**src/pipe_pkg.sv**
```systemverilog
package pipe_pkg;

	// --------------------
	// sizes
	// --------------------
	localparam int WORD_BITS       = 32;
	localparam int FIFO_DEPTH      = 64;     // every sync_fifo
	localparam int BLOCK_SIZE      = 16;     // host transfer block in words
	localparam int BUFFER_HEADROOM = 4;      // slack for the registered ready flag
	localparam int BURST_LEN       = 8;      // words per memory burst
	localparam int MEM_WORDS       = 256;    // addresses wrap at this size

	// --------------------
	// types
	// --------------------
	typedef logic [WORD_BITS-1:0] word_t;
	typedef logic [7:0]           mem_addr_t;   // word address
	typedef logic [6:0]           count_t;      // 0 to FIFO_DEPTH

	typedef enum logic {
		MEM_WRITE = 1'b0,
		MEM_READ  = 1'b1
	} mem_instr_t;

	// one memory command
	typedef struct packed {
		mem_instr_t instr;
		mem_addr_t  addr;
		count_t     bl;          // burst length in words
	} mem_cmd_t;

endpackage

```
**src/host_pipe_bridge.sv**
```systemverilog
`timescale 1ns/10ps

module host_pipe_bridge import pipe_pkg::*; (
	input  logic   okClk,
	input  logic   rst,
	input  logic   pi_write,
	input  word_t  pi_data,
	input  logic   po_read,
	input  logic   in_pop,
	input  logic   out_push,
	input  word_t  out_data,
	output logic   pi_ready,
	output logic   po_ready,
	output word_t  po_data,
	output word_t  in_data,
	output count_t in_count,
	output logic   in_empty,
	output count_t out_count
);

	// host writes here, DMA drains
	sync_fifo #(.payload_t(word_t)) pipe_in_fifo (
		.okClk (okClk),
		.rst   (rst),
		.push  (pi_write),
		.din   (pi_data),
		.pop   (in_pop),
		.dout  (in_data),
		.empty (in_empty),
		.full  (),
		.count (in_count)
	);

	// DMA fills from memory, host reads
	sync_fifo #(.payload_t(word_t)) pipe_out_fifo (
		.okClk (okClk),
		.rst   (rst),
		.push  (out_push),
		.din   (out_data),
		.pop   (po_read),
		.dout  (po_data),
		.empty (),
		.full  (),
		.count (out_count)
	);

	// --------------------
	// block throttle
	// --------------------
	always_ff @(posedge okClk) begin
		if (rst) begin
			pi_ready <= 1'b0;
			po_ready <= 1'b0;
		end else begin
			pi_ready <= (int'(in_count) <= FIFO_DEPTH - BUFFER_HEADROOM - BLOCK_SIZE);  // room for a block
			po_ready <= (int'(out_count) >= BLOCK_SIZE);    // a whole block waits
		end
	end

endmodule

```
**src/sync_fifo.sv**
```systemverilog
`timescale 1ns/10ps

module sync_fifo import pipe_pkg::*; #(
	parameter type payload_t = word_t
) (
	input  logic     okClk,
	input  logic     rst,
	input  logic     push,
	input  payload_t din,
	input  logic     pop,
	output payload_t dout,
	output logic     empty,
	output logic     full,
	output count_t   count
);

	localparam int PTR_BITS = $clog2(FIFO_DEPTH);

	payload_t            buffer [FIFO_DEPTH];
	logic [PTR_BITS-1:0] wr_ptr;
	logic [PTR_BITS-1:0] rd_ptr;
	logic                do_push;
	logic                do_pop;

	assign empty   = (count == '0);
	assign full    = (count == count_t'(FIFO_DEPTH));
	assign do_push = push && !full;     // push on full is dropped
	assign do_pop  = pop && !empty;     // pop on empty is ignored
	assign dout    = buffer[rd_ptr];    // head word shows without a pop

	// --------------------
	// pointers and count
	// --------------------
	always_ff @(posedge okClk) begin
		if (rst) begin
			wr_ptr <= '0;
			rd_ptr <= '0;
			count  <= '0;
		end else begin
			if (do_push)
				wr_ptr <= wr_ptr + 1'b1;    // wraps at FIFO_DEPTH
			if (do_pop)
				rd_ptr <= rd_ptr + 1'b1;
			case ({do_push, do_pop})
				2'b10:   count <= count + 1'b1;
				2'b01:   count <= count - 1'b1;
				default: count <= count;
			endcase
		end
	end

	// storage
	always_ff @(posedge okClk) begin
		if (do_push)
			buffer[wr_ptr] <= din;
	end

endmodule

```
**config.mk**
```make
export PLATFORM = sky130hd
export DESIGN_NAME = host_pipe_bridge
export DESIGN_NICKNAME = d
export VERILOG_FILES = /design/src/pipe_pkg.sv /design/src/host_pipe_bridge.sv /design/src/sync_fifo.sv
export SDC_FILE = /design/constraint.sdc
export NUM_CORES = 2
export LEC_CHECK = 0
export BUFFER_PORTS_ARGS = -buffer_cell sky130_fd_sc_hd__buf_2
export CORE_UTILIZATION = 31
export CTS_BUF_LIST = sky130_fd_sc_hd__clkbuf_8 sky130_fd_sc_hd__clkbuf_16
export CTS_CLUSTER_SIZE = 28
export DETAILED_ROUTE_END_ITERATION = 8
export PLACE_DENSITY_LB_ADDON = 0.3
export SLEW_MARGIN = 20
export SYNTH_ARGS = -nofsm -noshare
export SYNTH_HDL_FRONTEND = slang
export SYNTH_SLANG_ARGS = --single-unit
```
**constraint.sdc**
```tcl
create_clock -name okClk -period 6.5 [get_ports okClk]
set_input_delay 0 -clock okClk [delete_from_list [all_inputs] [get_ports okClk]]
set_output_delay 0 -clock okClk [all_outputs]
set_load 0.1 [all_outputs]
```
# Word-level counts from Yosys, hierarchy flattened

Memories as Yosys holds them, arrays and structs flattened. A register that Yosys moved wholly into a read port is not among the register bits.
Index checks and enable logic that the tools add are counted.

Output and inout port bits: 81
Memories kept: 2
Register bits: 40
Logic and storage cells: 48
Input port bits: 70
RAM bits: 4096

Memories:

| name                 | words | width | read ports | clocked after Yosys merged registers in | write ports | RTL line        | RTL |
|---|---|---|---|---|---|---|---|
| pipe_in_fifo.buffer  | 64    | 32    | 1          | 1                                       | 1           | sync_fifo.sv:19 | `payload_t buffer [FIFO_DEPTH];` |
| pipe_out_fifo.buffer | 64    | 32    | 1          | 1                                       | 1           | sync_fifo.sv:19 |  |

Order comparisons: 2
Multiplexer cells: 10
$add $sub $neg: 8
Reductions and logical operators: 12
Equal/unequal tests: 6

Operators with widths:

| kind                  | number |
|---|---|
| $pmux W7 S2           | 2 |
| $add A6 B1 Y6 const B | 4 |
| $mux W6               | 4 |
| $add A7 B1 Y7 const B | 2 |
| $eq A7 B7 Y1 const B  | 2 |
| $logic_not A7 Y1      | 2 |
| $sub A7 B1 Y7 const B | 2 |
| $ge A7 B5 Y1 const B  | 1 |
| $le A7 B6 Y1 const B  | 1 |
| $eq A2 B1 Y1 const B  | 2 |
| $eq A2 B2 Y1 const B  | 2 |
| $logic_and A1 B1 Y1   | 4 |
| $logic_not A1 Y1      | 4 |
| $mux W1               | 4 |
| $reduce_bool A2 Y1    | 2 |

# Depth between registers and ports, before layout

Depth in word-level cells: 5
Mapped depth: 14
Gate-level depth less buffers: 11

# Hierarchy

Synthesis repeated with hierarchy kept, for this count alone.

Cells, all modules: 7045
Area, all modules: 158235.5 sq um

By module, submodules not included:

| module                    | area an instance (sq um) | cells an instance | instances | sequential area each (sq um) |
|---|---|---|---|---|
| sync_fifo (pipe_out_fifo) | 79299.8                  | 3571              | 1         | 61999.5 |
| sync_fifo (pipe_in_fifo)  | 78860.6                  | 3468              | 1         | 61999.5 |
| host_pipe_bridge          | 75.1                     | 6                 | 1         | 40.0 |

# Least setup slack after synthesis

Ideal clock, no wire load.

Path type: reg2reg
Start point: register pipe_in_fifo.count[3]
End point: memory pipe_in_fifo.buffer[43][0] in the netlist's numbering, enable pin
Arrival time: 3705 ps
Setup time: 421 ps
Buffers on the path: 2
Required time: 6079 ps
Stages on the path, launching flop included: 8
Clock period less this slack: 4126 ps
Setup slack: 2374 ps
Cell sequence: dfxtp_1 -> clkbuf_1 -> or2_2 -> clkbuf_1 -> o31a_1 -> nor2b_1 -> nand3_1 -> nor2_1

Word-level cells in the longest chain between the ends: 5

Ends and longest elaborated chain:

| item                          | RTL line        | RTL |
|---|---|---|
| start: declaration            | sync_fifo.sv:14 | `output count_t count` |
| start signal: assignment      | sync_fifo.sv:45 | `2'b10: count <= count + 1'b1;` |
| start signal: assignment      | sync_fifo.sv:46 | `2'b01: count <= count - 1'b1;` |
| start signal: assignment      | sync_fifo.sv:47 | `default: count <= count;` |
| $eq A7 B7 Y1                  | sync_fifo.sv:26 | `assign full = (count == count_t'(FIFO_DEPTH));` |
| $logic_not A1 Y1              | sync_fifo.sv:27 | `assign do_push = push && !full;` |
| $logic_and A1 B1 Y1           | sync_fifo.sv:27 |  |
| $mux W1                       | sync_fifo.sv:54 | `if (do_push)` |
| $mux W1 (implied by the code) | sync_fifo.sv:55 | `buffer[wr_ptr] <= din;` |
| end: declaration              | sync_fifo.sv:19 |  |

No other way between the ends.

==> run_results.csv <==
group,metric,value,unit
global_routing,grt_util_all_layers,16.5,%
clock_tree,clockRootBuffer,"sky130_fd_sc_hd__clkbuf_16",
global_routing,grt_pass1_vias,77700,
power_and_ir_drop,power.density,353,nW/um^2
clock_tree,cts_tree,"built",
logic_synthesis,synth_top_area_share,78.0,%
global_routing,wire_length_of_the_first_global_routing_pass,605000,um
logic_synthesis,synth_top_flop_cell,"sky130_fd_sc_hd__edfxtp_1",
critical_path,crit_slowest_cell,"sky130_fd_sc_hd__a221oi_1",
route,detail_route.wl_per_cell,29.7,um
timing,setup_ws,1.03,ns
timing,hold-worst-slack,0.108,ns
floorplan,boundary_pin_count,151,
outcome,run_status,"completed",
timing,tightestPinTransition,1.24,ns
power_and_ir_drop,total_leakage_power,55.2,nW
floorplan,die_width,715,um
timing,fin_setup_tns,0,ns
power_and_ir_drop,irDropWorstVdd,0.613,mV
clock_tree,clkTransAtPathRegs,0.06,ns
logic_synthesis,post_synth_main_area_contributors,"sky130_fd_sc_hd__edfxtp_1 (78%), sky130_fd_sc_hd__mux4_2 (15%), sky130_fd_sc_hd__mux2i_1 (1.1%)",
logic_synthesis,ys_warnings,0,
timing,max_freq,183,MHz
route,drt_pass1_iterations,5,
floorplan,num_rows,261,
floorplan,dieArea,511000,sq um
placed_design,place_congestion,0.807,
logic_synthesis,synth_nets,6934,
critical_path,worstPathRequired,6.50,ns
final_layout,design.final.nets,7506,
critical_path,timing.setup.critical_path_class,"reg2out",
timing,rsz0062_at_grt,"false",
run,drv.max_cap_violation_count,0,
clock_tree,cts_sink_count,4148,
timing,finalSetupViolCount,0,
final_layout,final_cell_mix,"sky130_fd_sc_hd__edfxtp_1 (4096), sky130_fd_sc_hd__mux4_2 (1024), sky130_fd_sc_hd__clkbuf_16 (431), sky130_fd_sc_hd__buf_4 (277), sky130_fd_sc_hd__a21oi_1 (178)",
logic_synthesis,ys_seq_area_share,78.7,%
route,dr.first_iter.drc_count,9338,
critical_path,worstSetupStartpointType,"flop",
clock_tree,cts_h_tree_lvls,5,
placed_design,dpl.hpwl,246000,um
placed_design,detailedPlace.worstSlack,1.88,ns
global_routing,grt_antenna_before_repair,31,
critical_path,timing.reg2reg.setup_slack,1.75,ns
logic_synthesis,post_synth_inst_count,6853,
timing,period_minus_slack,5.47,ns
critical_path,worstPathArrival,5.47,ns
floorplan,die_h,715,um
final_layout,flow.area_growth_from_synthesis,16.2,%
timing,clock_skew,0.133,ns
timing,post-route-period-util,84.2,%
worst_hold_path,class_of_the_tightest_hold_or_removal_check,"in2reg",
logic_synthesis,synth.cell_area,158000,sq um
critical_path,cp_endpoint,"in_data[26]",
final_layout,post_route_cells_drive_above_1_share,28.8,%
critical_path,timing.rr.start,"pipe_in_fifo.count[1]$_SDFFE_PP0P_",
global_routing,maximum_number_of_pins_on_one_net_before_global_route_repair,117,
global_routing,global_route_congestion_overflow_total,0,
route,drc,0,
clock_tree,tritoncts.num_buffers,426,
critical_path,endpoint_kind,"primary output",
floorplan,core,506000,sq um
timing,hold_viol,0,
route,postRouteWirelength,431000,um
clock_tree,cts_max_path_buffers,4,
critical_path,critical_path.cell_chain,"buf_12 > nand2b_1 > o22ai_1 > nor2_1 > a21oi_1 > a221oi_1 > buf_2",
route,avgViaCountPerCell,5.26,
placed_design,buffer_ports.inserted,150,
logic_synthesis,ys_types,57,
floorplan,initial_utilization,31.2,%
critical_path,critical_path_peak_fanout,74,
final_layout,mostFrequentLayoutCell,"sky130_fd_sc_hd__edfxtp_1",
timing,slew-limit-headroom,17.5,%
logic_synthesis,async_sr_flop_fraction,0,%
critical_path,regToRegEndpoint,"pipe_in_fifo.buffer[59][27]$_DFFE_PP_",
route,route.vias.total,76200,
logic_synthesis,synth_top_cell_by_area,"sky130_fd_sc_hd__edfxtp_1",
final_layout,finalCoreUtilization,36.2,%
route,route.antenna.remaining_nets,0,
logic_synthesis,synth_edf_count,4096,
critical_path,reg2reg_depth,7,
logic_synthesis,post_synth.cell_area_avg,23.0,sq um
logic_synthesis,yosys_register_bits,4148,
clock_tree,cts_resized,0,
critical_path,critPathMaxStageDelay,0.98,ns
clock_tree,clock_insertion_delay_worst_skew,1.03,ns
timing,timing.final.max_slew_violations,0,
## per-stage QoR
stage | std cells | area [sq um] | power, mW
global placement | 13600 | 169000 | 41.4
floorplan | 6853 | 158000 | 38.1
detailed placement | 13600 | 169000 | 41.5
CTS | 14500 | 183000 | 65.3
finish | 14500 | 183000 | 64.7
global route | 14500 | 183000 | 66.7
## logic make-up after synthesis
family / share of synthesized area (%)
buf+inv: 1.15
xor+xnor: 0.150
compound gates: 2.81
simple gates: 1.24
fa+ha+maj: 0.0873
flops: 78.7
mux: 15.9
## state kept, by name, summed over array words and instances (netlist names), named ones only
register              cells
pipe_out_fifo.rd_ptr      6
po_ready                  1
pipe_in_fifo.wr_ptr       6
pipe_out_fifo.buffer   2048
pipe_out_fifo.wr_ptr      6
pi_ready                  1
pipe_in_fifo.buffer    2048
pipe_out_fifo.count       7
pipe_in_fifo.rd_ptr       6
pipe_in_fifo.count        7
## per-layer routing
layer,global-route usage (%),wire length [um],up-vias
met5,0,37,-
met4,4.04,10800,6
met3,2.50,31300,547
met2,26.2,203000,3122
met1,23.7,186000,41900
li1,-,-,30600
## report_power, final
part	switching (mW)	internal [mW]
Sequential	0.284	29.7
Clock	10.3	13.5
Combinational	6.82	4.10
Total	17.5	47.3
## cell usage after synthesis, types with 18 or more instances
master,count
sky130_fd_sc_hd__edfxtp_1,4096
sky130_fd_sc_hd__mux4_2,1024
sky130_fd_sc_hd__nor2_1,229
sky130_fd_sc_hd__a21oi_1,179
sky130_fd_sc_hd__mux2i_1,174
sky130_fd_sc_hd__clkbuf_1,162
sky130_fd_sc_hd__o22ai_1,134
sky130_fd_sc_hd__buf_2,133
sky130_fd_sc_hd__a221oi_1,114
sky130_fd_sc_hd__a22o_1,91
sky130_fd_sc_hd__dfxtp_1,52
sky130_fd_sc_hd__buf_1,51
sky130_fd_sc_hd__nand2_1,47
sky130_fd_sc_hd__o221ai_1,43
sky130_fd_sc_hd__buf_4,33
sky130_fd_sc_hd__o21ai_0,31
sky130_fd_sc_hd__nor3_1,23
sky130_fd_sc_hd__xor2_1,21
sky130_fd_sc_hd__mux2_2,18
sky130_fd_sc_hd__nor2b_1,18
## layout make-up
class	count	area, sq um
Antenna cell	6	15.0
Sequential cell	4148	124000
Inverter	10	37.5
Timing Repair Buffer	528	4250
Fill cell	45800	323000
Tap cell	6706	8390
Multi-Input combinational cell	2311	32800
Clock inverter	334	2750
Clock buffer	439	10900
## worst min path at each step
| stage | to | slack, ns | from | cells after the start |
|---|---|---|---|---|
| CTS | pipe_in_fifo.buffer[29][31]$_DFFE_PP_ | 0.02 | pi_data[31] | 2 |
| global route | pipe_in_fifo.buffer[29][31]$_DFFE_PP_ | 0.1 | pi_data[31] | 2 |
| global placement | pipe_in_fifo.rd_ptr[0]$_SDFFE_PP0N_ | 0.38 | rst | 2 |
| floorplan | pipe_in_fifo.buffer[0][0]$_DFFE_PP_ | 0.1 | pi_data[0] | 0 |
| finish | pipe_in_fifo.buffer[29][31]$_DFFE_PP_ | 0.11 | pi_data[31] | 2 |
| detailed placement | pipe_in_fifo.count[0]$_SDFFE_PP0P_ | 0.39 | rst | 2 |
## timing repair
item / CTS / global route
endpoints found under the setup margin: 0 / 0
hold buffers: 76 / 0
buffers inserted: 0 / 0
endpoints found under the hold margin: 4147 / 0
## critical path, delay by kind of cell (launching register included)
kind | cells | cell delay [ns]
AOI/OAI and AO/OA | 3 | 1.32
DFF | 1 | 0.90
buffers and inverters | 2 | 1.03
and+or+nand+nor | 2 | 0.97
Note: power is estimated with default switching activity, not from simulation.
