`src/pipe_pkg.sv`:
```
package pipe_pkg;

	// --------------------
	// sizes
	// --------------------
	localparam int WORD_BITS       = 32;
	localparam int FIFO_DEPTH      = 64;     // every sync_fifo
	localparam int BLOCK_SIZE      = 16;     // host transfer block in words
	localparam int BUFFER_HEADROOM = 4;      // slack for the registered ready flag
	localparam int BURST_LEN       = 8;      // words per memory burst
	localparam int MEM_WORDS       = 256;    // addresses wrap at this size

	// --------------------
	// types
	// --------------------
	typedef logic [WORD_BITS-1:0] word_t;
	typedef logic [7:0]           mem_addr_t;   // word address
	typedef logic [6:0]           count_t;      // 0 to FIFO_DEPTH

	typedef enum logic {
		MEM_WRITE = 1'b0,
		MEM_READ  = 1'b1
	} mem_instr_t;

	// one memory command
	typedef struct packed {
		mem_instr_t instr;
		mem_addr_t  addr;
		count_t     bl;          // burst length in words
	} mem_cmd_t;

endpackage

```
`src/dma_port.sv`:
```
`timescale 1ns/10ps

module dma_port import pipe_pkg::*; (
	input  logic     okClk,
	input  logic     rst,
	input  logic     writes_en,
	input  logic     reads_en,
	input  word_t    in_data,
	input  count_t   in_count,
	input  logic     in_empty,
	input  count_t   out_count,
	input  logic     cmd_full,
	input  logic     wr_full,
	input  word_t    rd_data,
	input  logic     rd_empty,
	output logic     in_pop,
	output logic     out_push,
	output word_t    out_data,
	output logic     cmd_en,
	output mem_cmd_t cmd,
	output logic     wr_en,
	output word_t    wr_data,
	output logic     rd_en
);

	typedef enum logic [1:0] {
		IDLE,
		WRITE_DATA,
		WRITE_CMD
	} state_t;

	state_t    state;
	state_t    state_nxt;
	mem_addr_t wr_addr;
	mem_addr_t rd_addr;
	mem_addr_t fill;        // words in memory not yet read back
	count_t    beat;
	count_t    in_flight;   // read words commanded but not in pipe-out
	logic      wr_go;
	logic      rd_go;
	logic      rd_issue;
	logic      beat_move;

	assign fill  = wr_addr - rd_addr;
	assign wr_go = writes_en && int'(in_count) >= BURST_LEN && int'(fill) <= MEM_WORDS - BURST_LEN;
	assign rd_go = reads_en && int'(fill) >= BURST_LEN
		&& FIFO_DEPTH - int'(out_count) - int'(in_flight) >= BURST_LEN;

	// --------------------
	// write burst path
	// --------------------
	assign beat_move = (state == WRITE_DATA) && !in_empty && !wr_full;
	assign in_pop    = beat_move;
	assign wr_en     = beat_move;
	assign wr_data   = in_data;

	always_comb begin
		state_nxt = state;
		rd_issue  = 1'b0;
		cmd_en    = 1'b0;
		cmd.instr = MEM_WRITE;
		cmd.addr  = wr_addr;
		cmd.bl    = count_t'(BURST_LEN);
		case (state)
			IDLE: begin
				if (wr_go) begin
					state_nxt = WRITE_DATA;
				end else if (rd_go && !cmd_full) begin
					rd_issue  = 1'b1;       // reads go out straight from idle
					cmd_en    = 1'b1;
					cmd.instr = MEM_READ;
					cmd.addr  = rd_addr;
				end
			end
			WRITE_DATA: begin
				if (beat_move && beat == count_t'(BURST_LEN - 1))
					state_nxt = WRITE_CMD;
			end
			WRITE_CMD: begin
				if (!cmd_full) begin
					cmd_en    = 1'b1;
					state_nxt = IDLE;
				end
			end
			default: state_nxt = IDLE;
		endcase
	end

	always_ff @(posedge okClk) begin
		if (rst) begin
			state     <= IDLE;
			wr_addr   <= '0;
			rd_addr   <= '0;
			beat      <= '0;
			in_flight <= '0;
		end else begin
			state <= state_nxt;
			if (beat_move)
				beat <= (beat == count_t'(BURST_LEN - 1)) ? '0 : beat + 1'b1;
			if (state == WRITE_CMD && cmd_en)
				wr_addr <= wr_addr + mem_addr_t'(BURST_LEN);     // wraps modulo MEM_WORDS
			if (rd_issue)
				rd_addr <= rd_addr + mem_addr_t'(BURST_LEN);
			in_flight <= in_flight + (rd_issue ? count_t'(BURST_LEN) : '0)
				- (out_push ? count_t'(1) : '0);
		end
	end

	// --------------------
	// read drain, always on
	// --------------------
	assign rd_en    = !rd_empty && (out_count != count_t'(FIFO_DEPTH));
	assign out_push = rd_en;
	assign out_data = rd_data;

endmodule

```
`config.mk`:
```
export PLATFORM = sky130hd
export DESIGN_NAME = dma_port
export DESIGN_NICKNAME = d
export VERILOG_FILES = /design/src/pipe_pkg.sv /design/src/dma_port.sv
export SDC_FILE = /design/constraint.sdc
export NUM_CORES = 1
export LEC_CHECK = 0
export BUFFER_PORTS_ARGS = -buffer_cell sky130_fd_sc_hd__buf_2
export CAP_MARGIN = 20
export CORE_UTILIZATION = 43
export CTS_BUF_LIST = sky130_fd_sc_hd__clkbuf_16
export CTS_CLUSTER_DIAMETER = 30
export DETAILED_ROUTE_END_ITERATION = 16
export PLACE_DENSITY = 0.79
export SKIP_LAST_GASP = 1
export SLEW_MARGIN = 20
export SYNTH_ARGS = -nofsm -noshare
export SYNTH_HDL_FRONTEND = slang
export SYNTH_SLANG_ARGS = --single-unit
```
`constraint.sdc`:
```
create_clock -name okClk -period 4.7 [get_ports okClk]
set_input_delay 0.235 -clock okClk [delete_from_list [all_inputs] [get_ports okClk]]
set_output_delay 0.235 -clock okClk [all_outputs]
set_load 0.005 [all_outputs]
```
### Yosys cells after proc, flatten, opt, wreduce, memory -nomap -nowiden

Index checks and enable logic that the tools add are counted.

| storage, ports and cells | value |
|---|---|
| register bits | 32 |

| cells by class | value |
|---|---|
| add/sub/neg operators | 8 |
| magnitude comparators | 4 |
| equal/unequal tests | 7 |
| multiplexer cells | 15 |
| reductions and logical operators | 16 |

Operators with widths:

| kind | count |
|---|---|
| 9-bit two-way mux | 3 |
| 8-bit by 4-bit adder with 8-bit output (second input constant) | 2 |
| 1-bit logical AND | 10 |
| 9-bit by 5-bit >= comparator with 1-bit output (second input constant) | 1 |
| 8-bit by 8-bit subtractor with 9-bit output | 1 |
| 8-bit by 4-bit >= comparator with 1-bit output (second input constant) | 1 |
| 8-bit less-or-equal comparator (second input constant) | 1 |
| 7-bit by 7-bit subtractor with 8-bit output (first input constant) | 1 |
| 8-bit subtractor | 1 |
| 7-bit by 1-bit adder with 7-bit output (second input constant) | 1 |
| 7-bit by 4-bit adder with 7-bit output | 1 |
| 7-bit by 3-bit == test with 1-bit output (second input constant) | 1 |
| 7-bit by 4-bit >= comparator with 1-bit output (second input constant) | 1 |
| 7-bit two-way mux | 1 |
| 7-bit inequality test (second input constant) | 1 |
| 7-bit by 1-bit subtractor with 7-bit output | 1 |
| 2-bit two-way mux | 3 |
| 2-bit one-hot mux with 3 select lines | 1 |
| 1-bit two-way mux | 5 |
| 1-bit logical NOT | 4 |
| 4-bit two-way mux | 1 |
| 2-bit inequality test (second input constant) | 2 |
| 3-bit AND reduction | 1 |
| 2-bit by 1-bit == test with 1-bit output (second input constant) | 1 |
| 4 further kinds | 4 |

### Depth between registers and ports, before layout

Gate-level depths: netlist of the first run.

| depth | value |
|---|---|
| depth in word-level cells | 11 |
| depth in mapped cells | 18 |

### Worst setup path before layout of the first run

No wires, ideal clock.

| timing path | value |
|---|---|
| path type | in2reg |
| from | in out_count[0] |
| to | reg in_flight[6] |
| setup time | 0.128 ns |
| arrival | 3.249 ns |
| data required time | 4.572 ns |
| setup slack | 1.324 ns |
| stages on the path | 17 |
| buffers on the path | 0 |
| cells stage by stage | inv_1 > ha_1 > xnor2_1 > ha_1 > and3b_1 > o211a_1 > o21ai_0 > a32oi_2 > a211o_4 > ha_1 > inv_1 > ha_1 > a21oi_1 > o21bai_1 > a21oi_1 > xnor2_1 > nor2_1 |

| between the ends | value |
|---|---|
| longest elaborated chain between the ends | 11 |
| elaborated cells on any way between the ends | 14 |
| classes of those cells | add/sub (4); order compare (1); eq/ne (1); mux (5); reduce/logical (3) |

RTL lines:

| element | RTL line | RTL |
|---|---|---|
| start: declaration | dma_port.sv:11 | `input count_t out_count,` |
| 7-bit by 7-bit subtractor with 8-bit output | dma_port.sv:47 | `&& FIFO_DEPTH - int'(out_count) - int'(in_flight) >= BURST_LEN;` |
| 8-bit by 8-bit subtractor with 9-bit output | dma_port.sv:47 |  |
| 9-bit by 5-bit >= comparator with 1-bit output | dma_port.sv:47 |  |
| 1-bit logical AND | dma_port.sv:47 |  |
| 1-bit logical AND | dma_port.sv:68 | `end else if (rd_go && !cmd_full) begin` |
| 1-bit two-way mux | dma_port.sv:68 |  |
| 1-bit two-way mux | dma_port.sv:66 | `if (wr_go) begin` |
| 1-bit two-way mux | dma_port.sv:64 | `case (state)` |
| 4-bit two-way mux | dma_port.sv:104 | `in_flight <= in_flight + (rd_issue ? count_t'(BURST_LEN) : '0)` |
| 7-bit by 4-bit adder with 7-bit output | dma_port.sv:104 |  |
| 7-bit by 1-bit subtractor with 7-bit output * | dma_port.sv:105 | `- (out_push ? count_t'(1) : '0);` |
| end signal: assignment | dma_port.sv:104 |  |
| end: declaration | dma_port.sv:38 | `count_t in_flight;` |

Mark *: on every way between the ends. The rest lies on a longest branch, timed or not.
A chain may end at the register's enable or synchronous reset.

### Worst setup path in the final report of the first run

| timing path | value |
|---|---|
| from | reg rd_addr[3] |
| to | reg in_flight[6] |

| between the ends | value |
|---|---|
| longest elaborated chain between the ends | 11 |
| elaborated cells on any way between the ends | 13 |
| classes of those cells | add/sub (3); order compare (2); mux (4); reduce/logical (4) |

RTL lines:

| element | RTL line | RTL |
|---|---|---|
| start: declaration | dma_port.sv:35 | `mem_addr_t rd_addr;` |
| start signal: assignment | dma_port.sv:103 | `rd_addr <= rd_addr + mem_addr_t'(BURST_LEN);` |
| 8-bit subtractor * | dma_port.sv:44 | `assign fill = wr_addr - rd_addr;` |
| 8-bit by 4-bit >= comparator with 1-bit output | dma_port.sv:46 | `assign rd_go = reads_en && int'(fill) >= BURST_LEN` |
| 1-bit logical AND | dma_port.sv:46 |  |
| 1-bit logical AND | dma_port.sv:47 |  |
| 1-bit logical AND | dma_port.sv:68 |  |
| 1-bit two-way mux | dma_port.sv:68 |  |
| 1-bit two-way mux * | dma_port.sv:66 |  |
| 1-bit two-way mux * | dma_port.sv:64 |  |
| 4-bit two-way mux * | dma_port.sv:104 |  |
| 7-bit by 4-bit adder with 7-bit output * | dma_port.sv:104 |  |
| 7-bit by 1-bit subtractor with 7-bit output * | dma_port.sv:105 |  |

Marks and branches as above.

==> results of run 1 <==
## cells by family after synthesis
| logic type | after synthesis | synth area share (%) |
|---|---|---|
| fa+ha+maj | 25 | 13.3 |
| buf+inv | 101 | 26.8 |
| compound gates | 29 | 8.42 |
| other cells | 2 | 0.299 |
| mux | 12 | 5.98 |
| flops | 26 | 20.7 |
| simple gates | 77 | 15.4 |
| xor+xnor | 26 | 9.06 |
## final cells by class
class | count | area [sq um] | area share, %
Timing Repair Buffer | 30 | 153 | 6.63
Sequential cell | 26 | 520 | 22.6
Inverter | 21 | 83.8 | 3.64
Multi-Input combinational cell | 179 | 1350 | 58.6
Tap cell | 72 | 90.1 | 3.92
Clock inverter | 1 | 30.0 | 1.31
Clock buffer | 3 | 75.1 | 3.26
## metrics by stage
stage	setup slack (ns)	utilization (%)	hold WS [ns]	instance area [sq um]	power, mW
final	1.09	41.3	0.278	2300	0.865
after CTS	1.08	41.3	0.272	2300	0.870
after floorplan	1.32	-	0.400	2540	0.600
after global routing	0.732	41.3	0.297	2300	0.930
after global placement	0.999	39.4	0.470	2200	0.599
after detailed placement	0.890	39.4	0.470	2200	0.618
## flip-flops by register name, summed over array words and instances (netlist names)
register	cells
beat	7
in_flight	7
rd_addr	5
wr_addr	5
state	2
## report_power, final
| part | switching, mW | internal [mW] |
|---|---|---|
| sequential | 0.0126 | 0.242 |
| clock | 0.0797 | 0.170 |
| combinational | 0.201 | 0.160 |
## worst paths after layout
path | slack [ns] | cells past startpoint | to
max reg2reg | 1.09 | 16 | in_flight[6]
min reg2reg | 0.53 | 2 | beat[6]
min | 0.28 | 3 | state[0]
max | 1.09 | 16 | in_flight[6]
## layout by cell type, fill, tap and decap left out, types with 4 or more instances in the layout
cell,netlist,final
nand2_1,9,9
ha_1,22,22
mux2_4,5,5
nand2b_1,4,4
nor2_1,31,31
buf_2,0,29
nand3_1,6,6
xnor2_1,14,14
conb_1,2,10
inv_1,20,20
nand4_1,4,4
a21o_1,5,5
a211oi_1,5,5
mux2_2,4,4
nor2b_1,5,5
a21oi_1,9,9
xor2_1,12,12
dfxtp_1,26,26
## cell usage after synthesis (all sizes together)
master	instances	area share, %
a211oi	5	1.5
a31oi	1	0.25
nand2	9	1.3
conb	2	0.30
mux2	9	4.8
or3	1	0.25
nor2b	5	1.2
and3	3	0.75
xor2	12	4.2
a32oi	1	0.65
ha	22	11
nand2b	4	1.0
o41ai	1	0.35
o211a	1	0.40
nand4	4	1.0
o21bai	1	0.30
o221ai	1	0.35
nand3	6	1.2
mux2i	3	1.2
nor3	3	0.60
nor4	4	1.2
a21oi	9	1.8
inv	21	3.3
dfxtp	26	21
clkbuf	2	0.30
buf	78	23
a21o	5	1.5
or2	1	0.25
and3b	1	0.35
nor2	31	4.6
xnor2	14	4.9
nor3b	1	0.30
fa	3	2.4
o22ai	1	0.25
and4	1	0.35
o21ai	2	0.40
nand3b	3	0.90
a211o	1	0.70
## worst max-delay path, delay by kind of cell, from the launching register on
family,cells,cell delay [ns]
buffers and inverters,2,0.10
and+or+nand+nor,2,0.48
adders and majority gates,4,1.10
DFF,1,0.44
xor gates and xnor gates,2,0.24
AOI/OAI and AO/OA,6,1.11
## per-layer routing
| metal | GRT usage (%) | part of all wire [%] | up-vias |
|---|---|---|---|
| li1 | - | - | 829 |
| met1 | 15.8 | 42 | 794 |
| met2 | 26.6 | 49 | 59 |
| met3 | 4.42 | 6.1 | 24 |
| met4 | 5.93 | 2.5 | 0 |
| met5 | 0 | 0 | - |
==> reports/results.ini, run 1 <==
[run_status]
status=complete, no violations

[min_path]
hold_path.startpoint=writes_en
worst_hold_path_type=in -> reg

[placed_design]
port-buffer-count=29
gp_congestion=0.837
dp_hpwl_mm=3.37
dp_cells=328

[power_and_ir_drop]
power.density_mw_per_mm2=376
leakage_nw=1.03
vdd_drop_max_uv=169

[floorplan]
io_pins=171
die_w_microns=78.4
die-height_microns=78.4
rows=27
dieArea_sq_mm=0.00615
coreArea_sq_mm=0.00557
start_util_pct=45.1

[worst_setup_path]
cp.required_ns=4.84
worstSetupStartpointType=flop
crit_fanout=6
slowest_stage=dfxtp_1
end_kind=flop
reg2reg_from=rd_addr[3]
slowest_delay_ns=0.44
path_class=reg -> reg
critical_path_arrival_ns=3.75
startpoint=rd_addr[3]
crit_chain=ha_1 -> inv_1 -> fa_1 -> a21o_1 -> a21oi_1 -> xnor2_1 -> nor3_1 -> a211o_4 -> ha_1 -> inv_1 -> ha_1 -> a21oi_1 -> o21bai_1 -> a21oi_1 -> xnor2_1 -> nor2_1

[layout]
fin_cells=332
diodes=0
drive_gt1_share_pct=18.1
nFillCells=565
area_delta_synth_final_pct=-8.42
nNetsFinal=372

[global_route]
grt_max_degree=29
grt_remaining_overflow=0
grt_pass1_vias=1638
grt_use_total_pct=14.7
antenna_found_initial=0
grt_pass1_wl_mm=7.22

[route]
drtIter0Drc=65
vias=1706
drc=0
drt_pass1_iterations=4
wl_per_cell_microns=12.9
vias_per_cell=5.14
drt_wl_total_mm=4.27
ant_nets=0

[clocking]
numCtsBuffers=3
cts-root-buf=clkbuf_16
cts_resized=0
clock_latency_ns=0.26
ctsHoldBuffers=0
htreeDepth=1
post_cts_buffers=0
cts_sinks=26
cts_tree=built
clk_pin_slew_worst_paths_ns=0.07
clock_path_buffers=2

[sta]
fin_skew_ns=0.00384
finalCritPeriodShare_pct=76.8
rsz0062_at_grt=false
setup_tns_ns=0
relSlewSlack_pct=50.8
hold_viol_final=0
max_clock_freq_mhz=277
min_period_ns=3.61
finalSetupViolations=0
finalMaxSlewViolations=0
tightestPinTransition_ns=0.737

[synth]
synth_warnings=0
syn_area_per_cell_sq_um=8.43
synth_area_sq_mm=0.00251
syn_inst=298
ys_seq_elements=26
yosysUniqueCellTypes=42
ys_seq_area_share_pct=20.7

[flow_run]
drv_cap=0

Power figures use the tool's default switching activity.
==> run 2, diff against run 1 <==
==> constraint.sdc (replaced) <==
create_clock -name okClk -period 3.38 [get_ports okClk]
set_input_delay 0.169 -clock okClk [delete_from_list [all_inputs] [get_ports okClk]]
set_output_delay 0.169 -clock okClk [all_outputs]
set_load 0.005 [all_outputs]
==> run 2 against run 1 <==
Register-to-register slack got worse by 0.85 ns. Clock skew increased by 0.0055 ns. Combinational power increased by 77%. Critical path type is now in -> reg. Critical endpoint unchanged. Highest routed layer unchanged.
==> reports/results.ini, run 2 (synthesized netlist as in run 1, its figures left out) <==
[run_status]
status=complete, no violations

[layout]
reg_top3=beat (7), in_flight (7)
final_common_cell=nor2_1
area_delta_synth_final_pct=-1.39
final_cell_mix=nor2_1, buf_2, dfxtp_1
final_area_sq_mm=0.00248
drive_gt1_share_pct=26.4
nNetsFinal=392
final_core_util_pct=44.4
diodes=0

[floorplan]
dieArea_sq_mm=0.00615
die-height_microns=78.4
die_w_microns=78.4
io_pins=171
coreArea_sq_mm=0.00557
start_util_pct=45.1
rows=27

[global_route]
grt_use_total_pct=15.5
antenna_found_initial=0
grt_max_degree=29
grt_remaining_overflow=0
grt_pass1_wl_mm=7.47
grt_pass1_vias=1702

[sta]
fin_skew_ns=0.00934
finalMaxSlewViolations=0
finalCritPeriodShare_pct=93.0
setup_ws_ns=0.237
relSlewSlack_pct=52.3
finalSetupViolations=0
min_period_ns=3.14
setup_tns_ns=0
max_clock_freq_mhz=318
hold_viol_final=0
tightestPinTransition_ns=0.714

[worst_setup_path]
startpoint=out_count[2]
reg2regPathDepth=15
crit_chain=buf_2 -> nor4_1 -> nand2_1 -> xnor2_1 -> ha_1 -> or3_1 -> a32oi_2 -> a211o_4 -> ha_1 -> inv_2 -> ha_4 -> a21oi_2 -> o21bai_1 -> a21oi_1 -> xnor2_1 -> nor2_1
worstSetupStartpointType=primary input
crit_fanout=4
slowest_delay_ns=0.43
end_kind=flop
slowest_stage=nor4_1
critical_path_arrival_ns=3.27
path_class=in -> reg
reg2reg_from=in_flight[0]
r2r_end=in_flight[6]
ff2ff_setup_slack_ns=0.24
cp.required_ns=3.51

[route]
wl_per_cell_microns=12.8
drt_wl_total_mm=4.51
vias_per_cell=4.88
ant_nets=0
drtIter0Drc=58
wl_met3_microns=250
drt_pass1_iterations=4
topRoutingLayerUsed=met4
wirelength_met1_mm=1.87
wl_met2_mm=2.20
drc=0
vias=1718

[clocking]
ctsHoldBuffers=0
cts-root-buf=clkbuf_16
htreeDepth=1
cts_sinks=26
clk_pin_slew_worst_paths_ns=0.07
clock_latency_ns=0.27
clock_path_buffers=2
cts_tree=built
numCtsBuffers=3

[power_and_ir_drop]
vdd_drop_max_uv=264
power.total_mw=1.35
power.density_mw_per_mm2=543
leakage_nw=1.13

[placed_design]
port-buffer-count=29
pre_cts_slack_ns=-0.136
gp_congestion=0.831
dp_hpwl_mm=3.57
place_area_sq_mm=0.00234

[min_path]
hold_path.startpoint=cmd_full
hold_end=state[1]
worst_hold_path_type=in -> reg
worstHoldPathCells=3

[flow_run]
drv_cap=0

run 2: what timing repair did:
item / 4_1_cts / 5_1_grt
buffers inserted: 0 / 1
gates resized for setup: 0 / 8
setup endpoints to repair: 0 / 2
run 2: worst max-delay path by stage:
stage	endpoint	slack, ns	cells after the start
after floorplan	in_flight[6]	0.07	17
after global placement	in_flight[6]	-0.04	18
after detailed placement	in_flight[6]	-0.14	18
after CTS	in_flight[6]	0.08	17
after global routing	in_flight[6]	-0.03	16
final	in_flight[6]	0.24	16
run 2: layer usage:
metal | vias up | GRT usage [%]
met2 | 62 | 27.3
met5 | - | 0
li1 | 859 | -
met4 | 0 | 8.89
met1 | 769 | 16.7
met3 | 28 | 3.95
run 2: where the power goes:
part	switching, mW	internal, mW	total [mW]
Combinational	0.311	0.328	0.639
Clock	0.111	0.236	0.347
Sequential	0.0216	0.339	0.360
Total	0.444	0.902	1.35
run 2: worst max-delay path: cells and delay by family:
family                     cells  cell delay, ns
xor gates and xnor gates       2            0.39
buffers and inverters          2            0.18
and+or+nand+nor                4            1.02
adders and majority gates      3            0.74
AOI/OAI and AO/OA              5            0.79
run 2: final cells by class:
type	count	area (sq um)
inverter	21	83.8
fill	525	3100
timing repair buffer	50	303
tap	72	90.1
multi-input combinational	179	1370
clock inverter	1	30.0
clock buffer	3	75.1
sequential	26	523
run 2: stage by stage:
step,hold WS (ns),cells
floorplan,0.334,306
global placement,0.338,347
detailed placement,0.338,347
CTS,0.213,351
global route,0.221,352
finish,0.212,352
